$ cat config.mk
export PLATFORM = sky130hd
export DESIGN_NAME = plic_flat
export DESIGN_NICKNAME = d
export VERILOG_FILES = /design/src/verilog/soc_pkg.sv /design/src/verilog/periph_bus_if.sv /design/src/verilog/plic.sv /design/src/flat_wrapper.sv
export SDC_FILE = /design/constraint.sdc
export NUM_CORES = 1
export LEC_CHECK = 0
export BUFFER_PORTS_ARGS = -buffer_cell sky130_fd_sc_hd__buf_4
export CAP_MARGIN = 30
export CORE_ASPECT_RATIO = 1.75
export CORE_MARGIN = 2
export CORE_UTILIZATION = 40
export CTS_BUF_LIST = sky130_fd_sc_hd__clkbuf_8
export DETAILED_ROUTE_END_ITERATION = 12
export GPL_TIMING_DRIVEN = 0
export PLACE_DENSITY = 0.72
export SLEW_MARGIN = 20
export SYNTH_ARGS = -nofsm -noshare
export SYNTH_HDL_FRONTEND = slang
export SYNTH_SLANG_ARGS = --single-unit
$ cat constraint.sdc
create_clock -name CLOCK_50 -period 1.9 [get_ports CLOCK_50]
set_input_delay 0.095 -clock CLOCK_50 [delete_from_list [all_inputs] [get_ports CLOCK_50]]
set_output_delay 0.095 -clock CLOCK_50 [all_outputs]
set_load 0.1 [all_outputs]
$ cat src/verilog/soc_pkg.sv
package soc_pkg;

    localparam int addr_w = 32;
    localparam int data_w = 64;
    localparam int word_w = 32;

    typedef logic [addr_w-1:0] bus_addr_t;
    typedef logic [data_w-1:0] bus_data_t;

    // bit 2 set means zero-extended load
    typedef enum logic [2:0] {
        ls_b  = 3'b000,
        ls_h  = 3'b001,
        ls_w  = 3'b010,
        ls_d  = 3'b011,
        ls_bu = 3'b100,
        ls_hu = 3'b101,
        ls_wu = 3'b110
    } ls_type_e;

    // scratch ram
    localparam bus_addr_t ram_base  = 32'h0000_1000;
    localparam int        ram_words = 1024;
    localparam int        ram_idx_w = $clog2(ram_words);

    // bit 3 tells the two timer registers apart
    localparam bus_addr_t mtimecmp_addr  = 32'h0200_4000;
    localparam bus_addr_t mtime_addr     = 32'h0200_bff8;
    localparam bus_data_t mtimecmp_reset = 64'h0000_0000_8000_0000;

    // plic map
    localparam bus_addr_t plic_base           = 32'h0c00_0000;
    localparam bus_addr_t plic_pending_addr   = plic_base + 32'h0000_1000;
    localparam bus_addr_t plic_enable_addr    = plic_base + 32'h0000_2000;
    localparam bus_addr_t plic_threshold_addr = plic_base + 32'h0020_0000;
    localparam bus_addr_t plic_claim_addr     = plic_base + 32'h0020_0004;
    localparam bus_addr_t plic_ctx_stride_en  = 32'h0000_0080;
    localparam bus_addr_t plic_ctx_stride     = 32'h0000_1000;

    localparam int plic_sources = 6;
    localparam int prio_w       = 3;
    localparam int plic_src_id  = 1;   // the only wired source

endpackage

$ cat src/verilog/periph_bus_if.sv
interface periph_bus_if;
    import soc_pkg::*;

    logic      sel;
    logic      rd;     // level held until ack
    logic      wr;
    bus_addr_t addr;
    bus_data_t wdata;
    ls_type_e  ls_type;
    bus_data_t rdata;  // valid while ack is high
    logic      ack;    // one cycle

    modport target (
        input  sel, rd, wr, addr, wdata, ls_type,
        output rdata, ack
    );

    modport decoder (
        output sel, rd, wr, addr, wdata, ls_type,
        input  rdata, ack
    );

endinterface

$ cat src/verilog/plic.sv
module plic (
    input  logic         CLOCK_50,
    input  logic         KEY0,
    periph_bus_if.target bus,
    input  logic         irq_source,
    output logic         meip_interrupt,
    output logic         msip_interrupt
);
    import soc_pkg::*;

    typedef enum logic [2:0] {
        reg_prio,
        reg_pending,
        reg_enable,
        reg_threshold,
        reg_claim
    } plic_reg_e;

    logic [prio_w-1:0] prio_reg      [plic_sources];
    logic [word_w-1:0] enable_reg    [2];
    logic [prio_w-1:0] threshold_reg [2];
    logic [word_w-1:0] claim_id      [2];
    logic [word_w-1:0] pending_word;
    logic              src_pending;
    logic              irq_q;
    plic_reg_e         reg_sel;
    logic              ctx;
    logic [2:0]        prio_id;
    logic              active;
    logic              claim_take;

    assign active  = bus.sel && (bus.rd || bus.wr) && !bus.ack;
    assign prio_id = bus.addr[4:2];
    assign ctx     = bus.addr[21] ? bus.addr[12] : bus.addr[7];  // context select

    // register kind from the offset bits as the decoder checks the full address
    always_comb begin
        if (bus.addr[21])
            reg_sel = bus.addr[2] ? reg_claim : reg_threshold;
        else if (bus.addr[13])
            reg_sel = reg_enable;
        else if (bus.addr[12])
            reg_sel = reg_pending;
        else
            reg_sel = reg_prio;
    end

    assign pending_word = word_w'(src_pending) << plic_src_id;

    always_comb begin
        for (int c = 0; c < 2; c++) begin
            claim_id[c] = (src_pending && enable_reg[c][plic_src_id]) ? word_w'(plic_src_id) : '0;
        end
    end

    assign meip_interrupt = (claim_id[0] != '0);
    assign msip_interrupt = (claim_id[1] != '0);
    assign claim_take     = active && bus.rd && (reg_sel == reg_claim) && (claim_id[ctx] != '0);

    always_ff @(posedge CLOCK_50 or negedge KEY0) begin
        if (!KEY0) begin
            bus.ack     <= 1'b0;
            irq_q       <= 1'b0;
            src_pending <= 1'b0;
            for (int i = 0; i < plic_sources; i++)
                prio_reg[i] <= '0;
            for (int c = 0; c < 2; c++) begin
                enable_reg[c]    <= '0;
                threshold_reg[c] <= '0;
            end
        end else begin
            bus.ack <= active;
            irq_q   <= irq_source;
            if (irq_source && !irq_q)
                src_pending <= 1'b1;    // fresh edge beats the claim
            else if (claim_take)
                src_pending <= 1'b0;
            if (active && bus.wr) begin
                case (reg_sel)
                    reg_prio:      prio_reg[prio_id]  <= bus.wdata[prio_w-1:0];
                    reg_enable:    enable_reg[ctx]    <= bus.wdata[word_w-1:0];
                    reg_threshold: threshold_reg[ctx] <= bus.wdata[prio_w-1:0];
                    default: ;  // pending is read only and claim writes do nothing
                endcase
            end
        end
    end

    always_ff @(posedge CLOCK_50) begin
        if (active && bus.rd) begin
            case (reg_sel)
                reg_prio:      bus.rdata <= bus_data_t'(prio_reg[prio_id]);
                reg_pending:   bus.rdata <= bus_data_t'(pending_word);
                reg_enable:    bus.rdata <= bus_data_t'(enable_reg[ctx]);
                reg_threshold: bus.rdata <= bus_data_t'(threshold_reg[ctx]);
                reg_claim:     bus.rdata <= bus_data_t'(claim_id[ctx]);
                default:       bus.rdata <= '0;
            endcase
        end
    end

endmodule

$ cat src/flat_wrapper.sv
// flat-port wrapper written by rule: the top's interface ports become plain ports
module plic_flat import soc_pkg::*;
  (CLOCK_50, KEY0, irq_source, meip_interrupt, msip_interrupt, bus_sel, bus_rd, bus_wr, bus_addr, bus_wdata, bus_ls_type, bus_rdata, bus_ack);
  periph_bus_if bus_i ();
  input  logic CLOCK_50;
  input  logic KEY0;
  input  logic irq_source;
  output logic meip_interrupt;
  output logic msip_interrupt;
  input wire logic [$bits(bus_i.sel)-1:0] bus_sel;
  input wire logic [$bits(bus_i.rd)-1:0] bus_rd;
  input wire logic [$bits(bus_i.wr)-1:0] bus_wr;
  input wire logic [$bits(bus_i.addr)-1:0] bus_addr;
  input wire logic [$bits(bus_i.wdata)-1:0] bus_wdata;
  input wire logic [$bits(bus_i.ls_type)-1:0] bus_ls_type;
  output wire logic [$bits(bus_i.rdata)-1:0] bus_rdata;
  output wire logic [$bits(bus_i.ack)-1:0] bus_ack;
  assign bus_i.sel = bus_sel;
  assign bus_i.rd = bus_rd;
  assign bus_i.wr = bus_wr;
  assign bus_i.addr = bus_addr;
  assign bus_i.wdata = bus_wdata;
  assign bus_i.ls_type = bus_ls_type;
  assign bus_rdata = bus_i.rdata;
  assign bus_ack = bus_i.ack;
  plic u_core (.CLOCK_50(CLOCK_50), .KEY0(KEY0), .bus(bus_i), .irq_source(irq_source), .meip_interrupt(meip_interrupt), .msip_interrupt(msip_interrupt));
endmodule
## Word level (Yosys, flattened, before mapping)

Index checks and enable logic that the tools add are counted.

| storage, ports and cells | value |
|---|---|
| memories kept | 0 |
| input bits | 105 |
| bits in registers | 155 |
| latch bits | 0 |
| RAM bits | 0 |
| output and inout bits | 67 |
| bits in read-only memories | 0 |
| word-level logic and storage cells | 77 |

| operators by class | value |
|---|---|
| bitwise operators | 2 |
| add/sub/neg operators | 0 |
| order comparisons | 4 |
| reduce and logical (&&, ||, !) cells | 22 |
| multipliers | 0 |
| muxes and demuxes | 31 |
| shift-type cells | 0 |
| divide/modulo/power cells | 0 |
| eq/ne operators | 4 |

Operators with widths:

| kind | number |
|---|---|
| two-way mux 32 bit | 7 |
| case mux 32 bit (5 select lines) | 1 |
| nonzero test 32 bit | 3 |
| bitwise mux 64 bit | 1 |
| demux 32 bit (select 1 bit) | 1 |
| two-way mux 3 bit | 10 |
| bitwise mux 18 bit | 1 |
| logical AND 1 bit | 11 |
| binary-select mux 3 bit (select 3 bit) | 1 |
| demux 3 bit (select 3 bit) | 1 |
| bitwise mux 6 bit | 1 |
| == test 3 x 2 -> 1 bit, second input constant | 2 |
| two-way mux 1 bit | 6 |
| AND reduction 2 bit | 3 |
| greater-or-equal comparator 4 bit, second input constant | 1 |
| less-than comparator 4 x 1 -> 1 bit, second input constant | 1 |
| NOT 3 -> 4 bit | 1 |
| demux 3 bit (select 1 bit) | 1 |
| == test 3 x 1 -> 1 bit, second input constant | 1 |
| == test 3 bit, second input constant | 1 |
| logical NOT 3 bit | 1 |
| greater-or-equal comparator 2 bit, second input constant | 1 |
| logical NOT 1 bit | 2 |
| less-than comparator 2 x 1 -> 1 bit, second input constant | 1 |
| other kinds (3) | 3 |

## Longest topological paths before layout

Gate-level depths: netlist of run 1.

| depth | value |
|---|---|
| depth in word-level cells | 9 |
| gate-level depth with buffers | 6 |
| mapped depth without buffers | 3 |

## Least setup slack after synthesis of run 1

OpenSTA, ideal clock, no wires.

| timing path | value |
|---|---|
| path kind | flip-flop to flip-flop |
| start point | reg u_core.bus.ack |
| end point | reg u_core.enable_reg[21] (netlist bit) |
| arrival | 2.162 ns |
| setup time | 0.125 ns |
| slack | -0.387 ns |
| path buffers | 1 |
| period minus slack after synthesis | 2.287 ns |
| cell stages (with the launch flop) | 5 |
| cell sequence | dfrtp_1 -> nand3b_2 -> nor3_2 -> buf_4 -> mux2_2 |

| between the ends | value |
|---|---|
| word-level cells in the longest chain between the ends | 4 |

Ends and longest elaborated chain:

| element | line | text |
|---|---|---|
| from (decl) | periph_bus_if.sv:15 | `output rdata, ack` |
| from (signal assigned) | plic.sv:72 | `bus.ack <= active;` |
| logical NOT 1 bit | plic.sv:32 | `assign active = bus.sel && (bus.rd \|\| bus.wr) && !bus.ack;` |
| logical AND 1 bit | plic.sv:32 |  |
| logical AND 1 bit | plic.sv:78 | `if (active && bus.wr) begin` |
| AND reduction 2 bit (no source line) | -- |  |
| to (signal, indexed assignment) | plic.sv:81 | `reg_enable: enable_reg[ctx] <= bus.wdata[word_w-1:0];` |
| to (decl) | plic.sv:20 | `logic [word_w-1:0] enable_reg [2];` |

No other way between the ends.
A chain may end at the register's enable or synchronous reset.

## Worst setup path in the final report of run 1

| timing path | value |
|---|---|
| start point | reg u_core.bus.ack |
| end point | reg u_core.enable_reg[58] (netlist bit) |

Same word-level chain as after synthesis.

==> impl_results.html, run 1 <==
<table>
<tr><th>Metric</th><th>Value</th></tr>
<tr><th colspan="2">CTS</th></tr>
<tr><td>Post-CTS repair timing setup buffer count</td><td>0</td></tr>
<tr><td>Inserted Clock Buffers</td><td>17</td></tr>
<tr><td>Clock transition at the registers of the reported paths</td><td>about 0.07 ns</td></tr>
<tr><td>TritonCTS clock tree</td><td>built</td></tr>
<tr><td>Level count of the clock H-tree</td><td>4</td></tr>
<tr><td>Number of sinks driven by the clock tree</td><td>about 120</td></tr>
<tr><td>Clk buf depth</td><td>2</td></tr>
<tr><td>Worst-Skew Late Latency</td><td>0.43 ns</td></tr>
<tr><td>Library cell used as clock root buffer</td><td>clkbuf_8</td></tr>
<tr><th colspan="2">Synth</th></tr>
<tr><td>Number of enable-type register cells in the synthesized netlist</td><td>32</td></tr>
<tr><td>Cell types with the largest area share after synthesis</td><td>dfrtp_1, mux2_2, edfxtp_1, buf_4, nand2_1</td></tr>
<tr><td>Cell area after technology mapping</td><td>~5500 um^2</td></tr>
<tr><td>Area share of the largest cell type after synthesis</td><td>0.4122</td></tr>
<tr><td>Share of the yosys chip area belonging to registers</td><td>0.5862</td></tr>
<tr><td>Prevailing post-synth register cell</td><td>dfrtp_1</td></tr>
<tr><td>Number of instances in the synthesized netlist</td><td>around 400</td></tr>
<tr><td>Ranking of synthesized cells by instance count</td><td>dfrtp_1, mux2_2, nand2_1</td></tr>
<tr><td>Number of synthesized register bits</td><td>between 100 and 150</td></tr>
<tr><td>Share of async-settable or async-resettable flops after synthesis</td><td>0.7398</td></tr>
<tr><td>Mapped Avg Cell Area</td><td>between 10 and 15 um^2</td></tr>
<tr><td>Post-synth top area cell</td><td>dfrtp_1</td></tr>
<tr><td>Library cells used by synthesis</td><td>36</td></tr>
<tr><td>Synth warnings</td><td>0</td></tr>
<tr><th colspan="2">Power and ir drop</th></tr>
<tr><td>Part of the total power dissipated in combinational logic</td><td>0.222</td></tr>
<tr><td>Net Sw Frac</td><td>0.2977</td></tr>
<tr><td>Peak supply drop</td><td>roughly 0.00054 V</td></tr>
<tr><td>Internal portion of total power</td><td>about 0.0052 W</td></tr>
<tr><td>Power per cell area</td><td>about 1000 nW/um^2</td></tr>
<tr><td>Sequential cell fraction of total power</td><td>0.458</td></tr>
<tr><td>Leakage power of the design</td><td>3.282 nW</td></tr>
<tr><td>Switching power summed over all nets</td><td>around 0.0022 W</td></tr>
<tr><td>Clock network fraction of total power</td><td>0.320</td></tr>
<tr><th colspan="2">Drt</th></tr>
<tr><td>Total wire length after detailed routing</td><td>roughly 12000 um</td></tr>
<tr><td>Antenna-violating nets left</td><td>0</td></tr>
<tr><td>Drt wl/cell</td><td>15.88 um</td></tr>
<tr><td>Via count</td><td>between 3000 and 4000</td></tr>
<tr><td>Number of design-rule violations left by the first detailed-router iteration</td><td>about 150</td></tr>
<tr><td>Count of TritonRoute iterations in the first routing pass</td><td>4</td></tr>
<tr><td>Residual DRC count</td><td>0</td></tr>
<tr><td>Vias per cell</td><td>4.841</td></tr>
<tr><th colspan="2">Critical path</th></tr>
<tr><td>Kind of critical path</td><td>reg2reg</td></tr>
<tr><td>Critical Path Sink Type</td><td>register</td></tr>
<tr><td>Arrival time of data at the critical path endpoint</td><td>around 2.1 ns</td></tr>
<tr><td>Worst path slowest cell</td><td>dfrtp_2</td></tr>
<tr><td>Delay contributed by the slowest stage of the critical path</td><td>~0.42 ns</td></tr>
<tr><td>Required arrival time at the worst endpoint</td><td>2.22 ns</td></tr>
<tr><td>Top fanout value on the critical path</td><td>10</td></tr>
<tr><td>Critical path buffer and inverter count</td><td>1</td></tr>
<tr><td>Dominant delay contributor by cell family on the critical path</td><td>simple AND/OR/NAND/NOR gates</td></tr>
<tr><td>R2R Setup Slk</td><td>about 0.12 ns</td></tr>
<tr><td>Cell-by-cell trace of the critical path</td><td>nand3b_4, nor3_4, buf_6, mux2_2</td></tr>
<tr><td>Type of origin of the critical path</td><td>register</td></tr>
<tr><th colspan="2">Placed design</th></tr>
<tr><td>Worst setup timing slack at the placement stage</td><td>about 0.013 ns</td></tr>
<tr><td>Number of placed instances with taps included</td><td>a little under 700</td></tr>
<tr><td>Total half-perimeter wirelength after legalization and detailed placement</td><td>~8300 um</td></tr>
<tr><td>Placed cell areas</td><td>6460 um^2</td></tr>
<tr><td>Port buffer count</td><td>75</td></tr>
<tr><td>Final weighted congestion in routability-driven placement</td><td>roughly 0.84</td></tr>
<tr><th colspan="2">Cells and area</th></tr>
<tr><td>Post-layout net count</td><td>just under 700</td></tr>
<tr><td>Final standard cell area without fillers</td><td>~7200 um^2</td></tr>
<tr><td>Area Growth Syn to Fin</td><td>30.71%</td></tr>
<tr><td>Flip-flop count of the largest register after layout</td><td>64</td></tr>
<tr><td>Proportion of layout cells with a drive suffix above 1</td><td>0.4340</td></tr>
<tr><td>Count of antenna diodes in the layout</td><td>0</td></tr>
<tr><td>Number of standard cells in the layout, taps in and fillers out</td><td>757</td></tr>
<tr><th colspan="2">STA</th></tr>
<tr><td>Slew at the pin closest to its max-slew limit</td><td>about 0.86 ns</td></tr>
<tr><td>Peak clock frequency supported by timing</td><td>about 560 MHz</td></tr>
<tr><td>Final WS setup</td><td>0.1174 ns</td></tr>
<tr><td>Time the final worst path needs with I/O delays and setup</td><td>between 1.5 and 2 ns</td></tr>
<tr><td>Number of failing hold endpoints at the final stage</td><td>0</td></tr>
<tr><td>Count of final setup violators</td><td>0</td></tr>
<tr><td>Post-Route Setup TNS</td><td>0 ns</td></tr>
<tr><td>Number of slew-limit violations in the final report</td><td>0</td></tr>
<tr><td>RSZ-0062 raised after global routing</td><td>no</td></tr>
<tr><td>Final Hold Slack</td><td>roughly 0.13 ns</td></tr>
<tr><td>Crit share post-route</td><td>0.9382</td></tr>
<tr><td>Final worst clock skew</td><td>around 0.0085 ns</td></tr>
<tr><td>Worst relative slew slack</td><td>0.4244</td></tr>
<tr><th colspan="2">Global routing</th></tr>
<tr><td>Pin count of the biggest net entering global routing</td><td>54</td></tr>
<tr><td>Residual overflow from global routing</td><td>0</td></tr>
<tr><td>Number of global-route vias before repair</td><td>around 3800</td></tr>
<tr><td>Global-route wire length before repair</td><td>between 15000 and 20000 um</td></tr>
<tr><td>Initial antenna violation count</td><td>0</td></tr>
<tr><td>Combined global-route utilization of all metal layers</td><td>0.1706</td></tr>
<tr><th colspan="2">Floorplanning</th></tr>
<tr><td>Starting utilization of the core area</td><td>0.4106</td></tr>
<tr><td>Die height</td><td>159.5 um</td></tr>
<tr><td>Number of placement rows</td><td>56</td></tr>
<tr><td>Top-Level Pins</td><td>between 150 and 200</td></tr>
<tr><td>Core Region</td><td>13450 um^2</td></tr>
<tr><td>Die boundary width</td><td>between 90 and 100 um</td></tr>
<tr><td>Die Footprint</td><td>14800 um^2</td></tr>
<tr><th colspan="2">Outcome</th></tr>
<tr><td>Run status</td><td>completed</td></tr>
<tr><th colspan="2">Hold path</th></tr>
<tr><td>Worst hold path type</td><td>in2reg</td></tr>
<tr><th colspan="2">Run</th></tr>
<tr><td>Max Cap Viol</td><td>0</td></tr>
</table>
-- through the flow --
step / total power, W / util
CTS: 0.007512 / 0.5363
global placement: 0.004971 / 0.4781
floorplan: 0.004692 / -
detailed placement: 0.005057 / 0.4802
global route: 0.007783 / 0.5367
finish: 0.007450 / 0.5367
-- path summary, 6_finish.rpt --
kind / start / endpoint / cells after the start
hold / removal: bus_addr[3] / u_core.prio_reg[0]$_DFFE_PN0P_ / 3
setup reg to reg: u_core.bus.ack$_DFF_PN0_ / u_core.enable_reg[58]$_DFFE_PN0P_ / 4
hold reg to reg: u_core.enable_reg[28]$_DFFE_PN0P_ / u_core.enable_reg[28]$_DFFE_PN0P_ / 1
setup / recovery: u_core.bus.ack$_DFF_PN0_ / u_core.enable_reg[58]$_DFFE_PN0P_ / 4
max in group asynchronous: KEY0 / u_core.bus.ack$_DFF_PN0_ / 3
min in group asynchronous: KEY0 / u_core.enable_reg[3]$_DFFE_PN0P_ / 2
-- worst min-delay path: cells and delay by family --
| kind | cells | cell delay, ns |
|---|---|---|
| buffers and inverters | 1 | 0.15 |
| and+or+nand+nor | 1 | 0.07 |
| muxes | 1 | 0.21 |
-- final cells by class --
cell class	instances	area, um^2
Fill cell	1160	6232
Sequential cell	123	3239
Multi-Input combinational cell	261	2029
Timing Repair Buffer	110	930.9
Buffer	55	381.6
Clock buffer	21	289.0
Tap cell	174	217.7
Clock inverter	11	125.1
Inverter	2	7.507
-- cells by family (layout without fill, tap and decap cells) --
logic type	after synthesis	count (layout)	synth area share
multiplexers	103	103	0.2159
AO/OA/AOI/OAI	38	38	0.03987
other	1	32	0.0006789
buffers and inverters	57	199	0.07044
AND/OR/NAND/NOR	88	88	0.08698
flip-flops	123	123	0.5862
-- timing repair --
item | in CTS | in global routing
hold buffers | 34 | 0
endpoints found under the setup margin | 0 | 30
hold endpoints to repair | 99 | 0
gates resized for setup | 0 | 1
-- cell usage in the layout, fill, tap and decap left out, types with 3 or more instances in the layout --
master | Yosys | routed
buf_4 | 35 | 110
mux2_2 | 91 | 91
dfrtp_1 | 91 | 90
nand2_1 | 60 | 60
dlygate4sd3_1 | 0 | 34
conb_1 | 1 | 32
edfxtp_1 | 32 | 32
a21oi_1 | 29 | 29
clkbuf_8 | 0 | 21
clkbuf_1 | 6 | 6
buf_6 | 5 | 5
buf_2 | 5 | 5
inv_1 | 2 | 5
buf_1 | 4 | 4
mux2_1 | 4 | 4
mux2i_1 | 4 | 4
clkinv_2 | 0 | 4
and2_1 | 3 | 3
nor2_1 | 3 | 3
nand2b_1 | 3 | 3
nor4_4 | 3 | 3
mux4_2 | 3 | 3
a22oi_1 | 3 | 3
o221ai_1 | 3 | 3
bufinv_16 | 0 | 3
-- routing by layer --
layer  global-route usage  share of wire  vias to the layer above
li1                     -              -                     1700
met3              0.04875          0.044                       22
met2               0.3099           0.56                      108
met5                    0              0                        -
met1               0.1816           0.38                     1835
met4              0.06952          0.021                        0
-- power by group through the flow --
stage / registers, W / clock network, W / logic (W)
floorplan: 0.00364 / 0 / 0.00105
global placement: 0.00342 / 0 / 0.00155
detailed placement: 0.00346 / 0 / 0.00160
CTS: 0.00341 / 0.00244 / 0.00166
global route: 0.00346 / 0.00256 / 0.00176
finish: 0.00341 / 0.00238 / 0.00165
No activity file was read; power rests on OpenSTA's default activity.
==> run 2, diff against run 1 <==
CORE_UTILIZATION = 36   (was 40)
PLACE_DENSITY = 0.67   (was 0.72)
==> run 2 against run 1 <==
Effect of this change: via count increased by 0.27%; non-clock buffer count unchanged; setup slack got worse by 0.0097 ns; first-iteration DRC count is 54% higher; clock power is essentially flat; global-route usage decreased by 1.7 points; worst hold slack worse by 0.0042 ns; routed wire length up 2.4%; count of clock-buffer cells in the layout decreased by 3; clock skew is 0.0042 ns higher; final cell count rose by 1.2%.
==> impl_results.html, run 2 (synthesis results as in run 1) <==
<table>
<tr><th>Metric</th><th>Value</th></tr>
<tr><th colspan="2">CTS</th></tr>
<tr><td>Inserted Clock Buffers</td><td>17 (unchanged)</td></tr>
<tr><td>Post-CTS repair timing setup buffer count</td><td>0 (unchanged)</td></tr>
<tr><td>Clk buf depth</td><td>2 (unchanged)</td></tr>
<tr><td>Worst-Skew Late Latency</td><td>0.44 ns (about the same)</td></tr>
<tr><td>TritonCTS clock tree</td><td>built</td></tr>
<tr><td>Number of sinks driven by the clock tree</td><td>123 (unchanged)</td></tr>
<tr><td>Level count of the clock H-tree</td><td>4 (unchanged)</td></tr>
<tr><td>Clock transition at the registers of the reported paths</td><td>0.07 ns (about the same)</td></tr>
<tr><td>Library cell used as clock root buffer</td><td>clkbuf_8</td></tr>
<tr><th colspan="2">Drt</th></tr>
<tr><td>Vias per cell</td><td>4.798 (-0.91%)</td></tr>
<tr><td>Residual DRC count</td><td>0 (unchanged)</td></tr>
<tr><td>Drt wl/cell</td><td>16.07 um (+1.2%)</td></tr>
<tr><td>Via count</td><td>3675 (+0.27%)</td></tr>
<tr><td>Antenna-violating nets left</td><td>0 (unchanged)</td></tr>
<tr><td>Number of design-rule violations left by the first detailed-router iteration</td><td>223 (+54%)</td></tr>
<tr><td>Total wire length after detailed routing</td><td>12310 um (+2.4%)</td></tr>
<tr><td>Count of TritonRoute iterations in the first routing pass</td><td>5 (+1)</td></tr>
<tr><th colspan="2">Cells and area</th></tr>
<tr><td>Number of standard cells in the layout, taps in and fillers out</td><td>766 (+1.2%)</td></tr>
<tr><td>Count of antenna diodes in the layout</td><td>0 (unchanged)</td></tr>
<tr><td>Proportion of layout cells with a drive suffix above 1</td><td>0.4391 (+0.005146)</td></tr>
<tr><td>Layout filler cell count</td><td>1365 (+18%)</td></tr>
<tr><td>Flip-flop count of the largest register after layout</td><td>64 (unchanged)</td></tr>
<tr><td>Fraction of the core area covered by cells at the end of the flow</td><td>0.4853 (-0.05142)</td></tr>
<tr><td>Post-layout net count</td><td>675 (unchanged)</td></tr>
<tr><td>Most frequent standard cell in the layout excluding fill and tap cells</td><td>buf_4</td></tr>
<tr><td>Area Growth Syn to Fin</td><td>31.01%</td></tr>
<tr><td>Commonest cells after routing, fill and taps aside</td><td>buf_4, mux2_2, dfrtp_1</td></tr>
<tr><th colspan="2">Critical path</th></tr>
<tr><td>Required arrival time at the worst endpoint</td><td>2.21 ns (about the same)</td></tr>
<tr><td>Kind of critical path</td><td>reg2reg</td></tr>
<tr><td>Worst r2r path cells</td><td>4 (unchanged)</td></tr>
<tr><td>Type of origin of the critical path</td><td>register</td></tr>
<tr><td>Critical Path Sink Type</td><td>register</td></tr>
<tr><td>Arrival time of data at the critical path endpoint</td><td>2.11 ns (about the same)</td></tr>
<tr><td>Top fanout value on the critical path</td><td>10 (unchanged)</td></tr>
<tr><th colspan="2">STA</th></tr>
<tr><td>Crit share post-route</td><td>0.9433 (+0.005102)</td></tr>
<tr><td>Number of failing hold endpoints at the final stage</td><td>0 (unchanged)</td></tr>
<tr><td>Slew at the pin closest to its max-slew limit</td><td>0.8770 ns (+0.01360 ns)</td></tr>
<tr><td>Number of slew-limit violations in the final report</td><td>0 (unchanged)</td></tr>
<tr><td>RSZ-0062 raised after global routing</td><td>no</td></tr>
<tr><td>Final Hold Slack</td><td>0.1209 ns (-0.004238 ns)</td></tr>
<tr><td>Count of final setup violators</td><td>0 (unchanged)</td></tr>
<tr><td>Final worst clock skew</td><td>0.01273 ns (+0.004216 ns)</td></tr>
<tr><td>Time the final worst path needs with I/O delays and setup</td><td>1.792 ns (+0.009693 ns)</td></tr>
<tr><td>Peak clock frequency supported by timing</td><td>557.9 MHz (-0.54%)</td></tr>
<tr><td>Worst relative slew slack</td><td>0.4153 (-0.009065)</td></tr>
<tr><th colspan="2">Floorplanning</th></tr>
<tr><td>Starting utilization of the core area</td><td>0.3704 (-0.04017)</td></tr>
<tr><td>Number of placement rows</td><td>59 (+5.4%)</td></tr>
<tr><td>Die Footprint</td><td>16390 um^2 (+11%)</td></tr>
<tr><td>Core Region</td><td>14910 um^2 (+11%)</td></tr>
<tr><td>Die height</td><td>167.9 um (+5.3%)</td></tr>
<tr><td>Top-Level Pins</td><td>172 (unchanged)</td></tr>
<tr><td>Die boundary width</td><td>97.64 um (+5.2%)</td></tr>
<tr><th colspan="2">Outcome</th></tr>
<tr><td>Run status</td><td>completed</td></tr>
<tr><th colspan="2">Hold path</th></tr>
<tr><td>Depth of the worst hold-timing path</td><td>3 (unchanged)</td></tr>
<tr><td>Worst hold path type</td><td>in2reg</td></tr>
<tr><th colspan="2">Placed design</th></tr>
<tr><td>Port buffer count</td><td>75 (unchanged)</td></tr>
<tr><td>Number of placed instances with taps included</td><td>700 (+1.3%)</td></tr>
<tr><td>Final weighted congestion in routability-driven placement</td><td>0.7884 (-6.3%)</td></tr>
<tr><td>Total half-perimeter wirelength after legalization and detailed placement</td><td>8609 um (+3.3%)</td></tr>
<tr><th colspan="2">Run</th></tr>
<tr><td>Max Cap Viol</td><td>0 (unchanged)</td></tr>
<tr><th colspan="2">Global routing</th></tr>
<tr><td>Global-route wire length before repair</td><td>19690 um (+2.4%)</td></tr>
<tr><td>Pin count of the biggest net entering global routing</td><td>59 (+9.3%)</td></tr>
<tr><td>Residual overflow from global routing</td><td>0 (unchanged)</td></tr>
<tr><td>Number of global-route vias before repair</td><td>3866 (+1.5%)</td></tr>
<tr><td>Combined global-route utilization of all metal layers</td><td>0.1537 (-0.01696)</td></tr>
<tr><td>Initial antenna violation count</td><td>0 (unchanged)</td></tr>
<tr><th colspan="2">Power and ir drop</th></tr>
<tr><td>Leakage power of the design</td><td>3.262 nW (-0.61%)</td></tr>
<tr><td>Power per cell area</td><td>1033 nW/um^2 (+0.11%)</td></tr>
<tr><td>Peak supply drop</td><td>0.0004932 V (-8.8%)</td></tr>
</table>
run 2: cell types whose count changed in the layout (fill, tap and decap cells not counted), sizes merged:
cell      change
clkbuf        -3
clkinv        +3
clkinvlp      +2
inv           -2
run 2: layout make-up:
cell class              count  area, um^2  share of cell area
clock inverters            14       171.4             0.02369
well taps                 183       229.0             0.03164
clock buffers              18       247.7             0.03423
plain buffers              55       381.6             0.05273
flip-flops and latches    123        3239              0.4476
inverters                   2       7.507            0.001037
repair buffers            110       930.9              0.1286
multi-input cells         261        2029              0.2804
run 2: worst paths after layout:
check,from,to,slack [ns]
min reg2reg,u_core.enable_reg[27]$_DFFE_PN0P_,u_core.enable_reg[27]$_DFFE_PN0P_,0.49
max reg2reg,u_core.bus.ack$_DFF_PN0_,u_core.enable_reg[30]$_DFFE_PN0P_,0.11
min in group asynchronous,KEY0,u_core.enable_reg[31]$_DFFE_PN0P_,0.15
max in group asynchronous,KEY0,u_core.bus.ack$_DFF_PN0_,1.08
min,bus_addr[3],u_core.prio_reg[1]$_DFFE_PN0P_,0.12
max,u_core.bus.ack$_DFF_PN0_,u_core.enable_reg[30]$_DFFE_PN0P_,0.11
run 2: power breakdown:
group / total (W) / internal (W) / leakage, nW / switching (W)
Clock: 0.00241 / 0.00134 / 0.207 / 0.00108
Sequential: 0.00341 / 0.00318 / 1.46 / 0.000229
Combinational: 0.00165 / 0.000639 / 1.60 / 0.00101
run 2: timing repair:
action                                 CTS  global route
hold buffers                            34             0
gates resized for setup                  1             0
endpoints found under the hold margin   94             0
setup endpoints to repair               25             0
run 2: critical path, cell delays in order (launching register included):
cell      delay [ns]
dfrtp_2         0.43
nand3b_4        0.30
nor3_4          0.32
buf_4           0.27
mux2_2          0.35
run 2: per-layer routing:
metal / track usage / share of wire / up-vias
li1: - / - / 1708
met3: 0.04110 / 0.046 / 24
met4: 0.07005 / 0.028 / 0
met1: 0.1627 / 0.37 / 1823
met2: 0.2816 / 0.55 / 120
met5: 0 / 0 / -
run 2: per-stage QoR:
stage / setup slack, ns / setup TNS (ns) / total power, W / instance area (um^2)
2_1_floorplan: 0.02589 / 0 / 0.004692 / 5652
3_3_place_gp: 0.04704 / 0 / 0.004978 / 6444
3_5_place_dp: -0.004499 / -0.006849 / 0.005065 / 6471
4_1_cts: 0.07300 / 0 / 0.007535 / 7237
5_1_grt: 0.01420 / 0 / 0.007824 / 7237
6_report: 0.1077 / 0 / 0.007475 / 7237
==> run 3, diff against run 2 <==
CELL_PAD_IN_SITES_DETAIL_PLACEMENT = 1   (was default)
CELL_PAD_IN_SITES_GLOBAL_PLACEMENT = 2   (was default)
CORE_UTILIZATION = 30   (was 36)
PLACE_DENSITY = 0.8   (was 0.67)
==> run 3 against run 2 <==
Effect of this change: register-to-register slack lost 0.02 ns; critical endpoint is now u_core.enable_reg[57]$_DFFE_PN0P_; critical path depth unchanged; global-route usage is 0.67 points lower; largest power group unchanged; first-iteration DRC count down 52%; via count decreased by 0.16%; final cell count is 6.9% higher; sequential share of layout area down 0.11 points.
==> impl_results.html, run 3 (synthesis results as in run 1) <==
<table>
<tr><th>Metric</th><th>Value</th></tr>
<tr><th colspan="2">Critical path</th></tr>
<tr><td>Reg-to-Reg End</td><td>u_core.enable_reg[57]$_DFFE_PN0P_</td></tr>
<tr><td>Reg-to-reg critical path startpoint</td><td>u_core.bus.ack$_DFF_PN0_</td></tr>
<tr><td>Required arrival time at the worst endpoint</td><td>2.20 ns (about the same)</td></tr>
<tr><td>Critical Path Sink Type</td><td>register</td></tr>
<tr><td>Arrival time of data at the critical path endpoint</td><td>2.11 ns (about the same)</td></tr>
<tr><td>R2R Setup Slk</td><td>0.09 ns (-0.02 ns)</td></tr>
<tr><td>Type of origin of the critical path</td><td>register</td></tr>
<tr><td>Top fanout value on the critical path</td><td>10 (unchanged)</td></tr>
<tr><td>Kind of critical path</td><td>reg2reg</td></tr>
<tr><td>Worst r2r path cells</td><td>4 (unchanged)</td></tr>
<tr><th colspan="2">Hold path</th></tr>
<tr><td>Hold-critical path endpoint</td><td>u_core.prio_reg[5]$_DFFE_PN0P_</td></tr>
<tr><td>Depth of the worst hold-timing path</td><td>3 (unchanged)</td></tr>
<tr><td>Worst hold path type</td><td>in2reg</td></tr>
<tr><td>Worst min-delay path startpoint</td><td>bus_addr[3]</td></tr>
<tr><th colspan="2">Global routing</th></tr>
<tr><td>Number of global-route vias before repair</td><td>4246 (+9.8%)</td></tr>
<tr><td>Pin count of the biggest net entering global routing</td><td>58 (-1.7%)</td></tr>
<tr><td>Initial antenna violation count</td><td>0 (unchanged)</td></tr>
<tr><td>Global-route wire length before repair</td><td>22030 um (+12%)</td></tr>
<tr><td>Combined global-route utilization of all metal layers</td><td>0.1470 (-0.006680)</td></tr>
<tr><td>Residual overflow from global routing</td><td>0 (unchanged)</td></tr>
<tr><th colspan="2">Cells and area</th></tr>
<tr><td>Final standard cell area without fillers</td><td>7254 um^2 (+0.24%)</td></tr>
<tr><td>Flip-flop count of the largest register after layout</td><td>64 (unchanged)</td></tr>
<tr><td>Count of antenna diodes in the layout</td><td>0 (unchanged)</td></tr>
<tr><td>Area Growth Syn to Fin</td><td>31.33%</td></tr>
<tr><td>Post-layout net count</td><td>677 (+0.30%)</td></tr>
<tr><td>Most frequent standard cell in the layout excluding fill and tap cells</td><td>buf_4</td></tr>
<tr><td>Proportion of layout cells with a drive suffix above 1</td><td>0.4393 (about the same)</td></tr>
<tr><td>Commonest cells after routing, fill and taps aside</td><td>buf_4, mux2_2, dfrtp_1</td></tr>
<tr><td>Number of standard cells in the layout, taps in and fillers out</td><td>819 (+6.9%)</td></tr>
<tr><th colspan="2">Placed design</th></tr>
<tr><td>Number of placed instances with taps included</td><td>751 (+7.3%)</td></tr>
<tr><td>Final weighted congestion in routability-driven placement</td><td>0.7715 (-2.1%)</td></tr>
<tr><td>Worst setup timing slack at the placement stage</td><td>-0.03755 ns (-0.03305 ns)</td></tr>
<tr><td>Placed cell areas</td><td>6535 um^2 (+0.99%)</td></tr>
<tr><td>Total half-perimeter wirelength after legalization and detailed placement</td><td>9627 um (+12%)</td></tr>
<tr><td>Port buffer count</td><td>75 (unchanged)</td></tr>
<tr><th colspan="2">STA</th></tr>
<tr><td>Final worst clock skew</td><td>0.006029 ns (-0.006700 ns)</td></tr>
<tr><td>Peak clock frequency supported by timing</td><td>553.0 MHz (-0.89%)</td></tr>
<tr><td>Final WS setup</td><td>0.09154 ns (-0.01617 ns)</td></tr>
<tr><td>Number of failing hold endpoints at the final stage</td><td>0 (unchanged)</td></tr>
<tr><td>Crit share post-route</td><td>0.9518 (+0.008508)</td></tr>
<tr><td>RSZ-0062 raised after global routing</td><td>no</td></tr>
<tr><td>Number of slew-limit violations in the final report</td><td>0 (unchanged)</td></tr>
<tr><td>Time the final worst path needs with I/O delays and setup</td><td>1.808 ns (+0.01617 ns)</td></tr>
<tr><td>Slew at the pin closest to its max-slew limit</td><td>0.6159 ns (-0.2611 ns)</td></tr>
<tr><td>Worst relative slew slack</td><td>0.5894 (+0.1741)</td></tr>
<tr><td>Count of final setup violators</td><td>0 (unchanged)</td></tr>
<tr><th colspan="2">Power and ir drop</th></tr>
<tr><td>Leakage power of the design</td><td>3.239 nW (-0.70%)</td></tr>
<tr><td>Peak supply drop</td><td>0.0003869 V (-22%)</td></tr>
<tr><td>Power per cell area</td><td>991.3 nW/um^2 (-4.0%)</td></tr>
<tr><td>Final total power</td><td>0.007192 W (-3.8%)</td></tr>
<tr><th colspan="2">Drt</th></tr>
<tr><td>Via count</td><td>3669 (-0.16%)</td></tr>
<tr><td>Total wire length after detailed routing</td><td>13800 um (+12%)</td></tr>
<tr><td>Drt wl/cell</td><td>16.85 um (+4.9%)</td></tr>
<tr><td>Count of TritonRoute iterations in the first routing pass</td><td>4 (-1)</td></tr>
<tr><td>Vias per cell</td><td>4.480 (-6.6%)</td></tr>
<tr><td>Antenna-violating nets left</td><td>0 (unchanged)</td></tr>
<tr><td>Number of design-rule violations left by the first detailed-router iteration</td><td>108 (-52%)</td></tr>
<tr><td>Residual DRC count</td><td>0 (unchanged)</td></tr>
<tr><th colspan="2">CTS</th></tr>
<tr><td>Library cell used as clock root buffer</td><td>clkbuf_8</td></tr>
<tr><td>Level count of the clock H-tree</td><td>4 (unchanged)</td></tr>
<tr><td>Worst-Skew Late Latency</td><td>0.42 ns (-0.02 ns)</td></tr>
<tr><td>Inserted Clock Buffers</td><td>17 (unchanged)</td></tr>
<tr><td>Number of sinks driven by the clock tree</td><td>123 (unchanged)</td></tr>
<tr><td>Clk buf depth</td><td>2 (unchanged)</td></tr>
<tr><td>TritonCTS clock tree</td><td>built</td></tr>
<tr><td>Clock transition at the registers of the reported paths</td><td>0.07 ns (about the same)</td></tr>
<tr><th colspan="2">Run</th></tr>
<tr><td>Max Cap Viol</td><td>0 (unchanged)</td></tr>
<tr><th colspan="2">Floorplanning</th></tr>
<tr><td>Die Footprint</td><td>19560 um^2 (+19%)</td></tr>
<tr><td>Die height</td><td>183.5 um (+9.3%)</td></tr>
<tr><td>Starting utilization of the core area</td><td>0.3060 (-0.06449)</td></tr>
<tr><td>Core Region</td><td>18050 um^2 (+21%)</td></tr>
<tr><td>Number of placement rows</td><td>65 (+10%)</td></tr>
<tr><td>Die boundary width</td><td>106.6 um (+9.2%)</td></tr>
<tr><td>Top-Level Pins</td><td>172 (unchanged)</td></tr>
<tr><th colspan="2">Outcome</th></tr>
<tr><td>Run status</td><td>completed</td></tr>
</table>
==> run 3: changes by cell type in the layout (fill, tap and decap cells not counted), moves of 2 or more <==
cell | before | now
clkinv_4 | 5 | 0
clkinvlp_4 | 2 | 6
buf_4 | 110 | 112
bufinv_16 | 3 | 1
clkinv_2 | 2 | 5
inv_1 | 2 | 4
==> run 3: worst max path at each step <==
stage	slack [ns]	startpoint	cells past startpoint	endpoint
2_1_floorplan	0.03	u_core.bus.ack$_DFF_PN0_	4	u_core.enable_reg[21]$_DFFE_PN0P_
3_3_place_gp	0.009	u_core.bus.ack$_DFF_PN0_	4	u_core.enable_reg[8]$_DFFE_PN0P_
3_5_place_dp	-0.04	u_core.bus.ack$_DFF_PN0_	4	u_core.enable_reg[24]$_DFFE_PN0P_
4_1_cts	0.06	u_core.bus.ack$_DFF_PN0_	4	u_core.enable_reg[17]$_DFFE_PN0P_
5_1_grt	0.006	u_core.bus.ack$_DFF_PN0_	4	u_core.enable_reg[57]$_DFFE_PN0P_
6_report	0.09	u_core.bus.ack$_DFF_PN0_	4	u_core.enable_reg[57]$_DFFE_PN0P_
==> run 3: layer usage <==
metal	part of all wire	global-route usage	vias to the layer above
li1	-	-	1706
met1	0.37	0.1523	1877
met2	0.58	0.2892	77
met3	0.031	0.02659	9
met4	0.011	0.05039	0
met5	0	0	-
==> run 3: layout make-up <==
type | instances | area (um^2)
clock buffer | 18 | 247.7
buffer | 55 | 381.6
inverter | 2 | 7.507
sequential | 123 | 3239
multi-input combinational | 261 | 2032
clock inverter | 14 | 107.6
tap | 234 | 292.8
fill | 1983 | 10800
timing repair buffer | 112 | 945.9
==> run 3: timing repair <==
item | in CTS | in global routing
buffers inserted | 0 | 2
hold buffers | 34 | 0
endpoints found under the setup margin | 30 | 7
gates resized for setup | 1 | 1
endpoints found under the hold margin | 95 | 0
==> run 3: power breakdown <==
part	internal (W)	switching [W]	total, W
Sequential	0.00318	0.000241	0.00342
Clock	0.00104	0.00104	0.00209
Combinational	0.000642	0.00104	0.00168
==> run 3: metrics by stage <==
| stage | hold slack [ns] | utilization | TNS, ns |
|---|---|---|---|
| after floorplan | -0.2006 | - | 0 |
| after global placement | 0.2240 | 0.3604 | 0 |
| after detailed placement | 0.08465 | 0.3620 | -0.7513 |
| after CTS | 0.09610 | 0.4008 | 0 |
| after global routing | 0.1143 | 0.4018 | 0 |
| final | 0.1280 | 0.4018 | 0 |
==> run 3: critical path, cell delays in order, from the launching register on <==
cell and delay, ns:
dfrtp_2 0.43, nand3b_4 0.30, nor3_4 0.37, buf_6 0.23, mux2_2 0.35
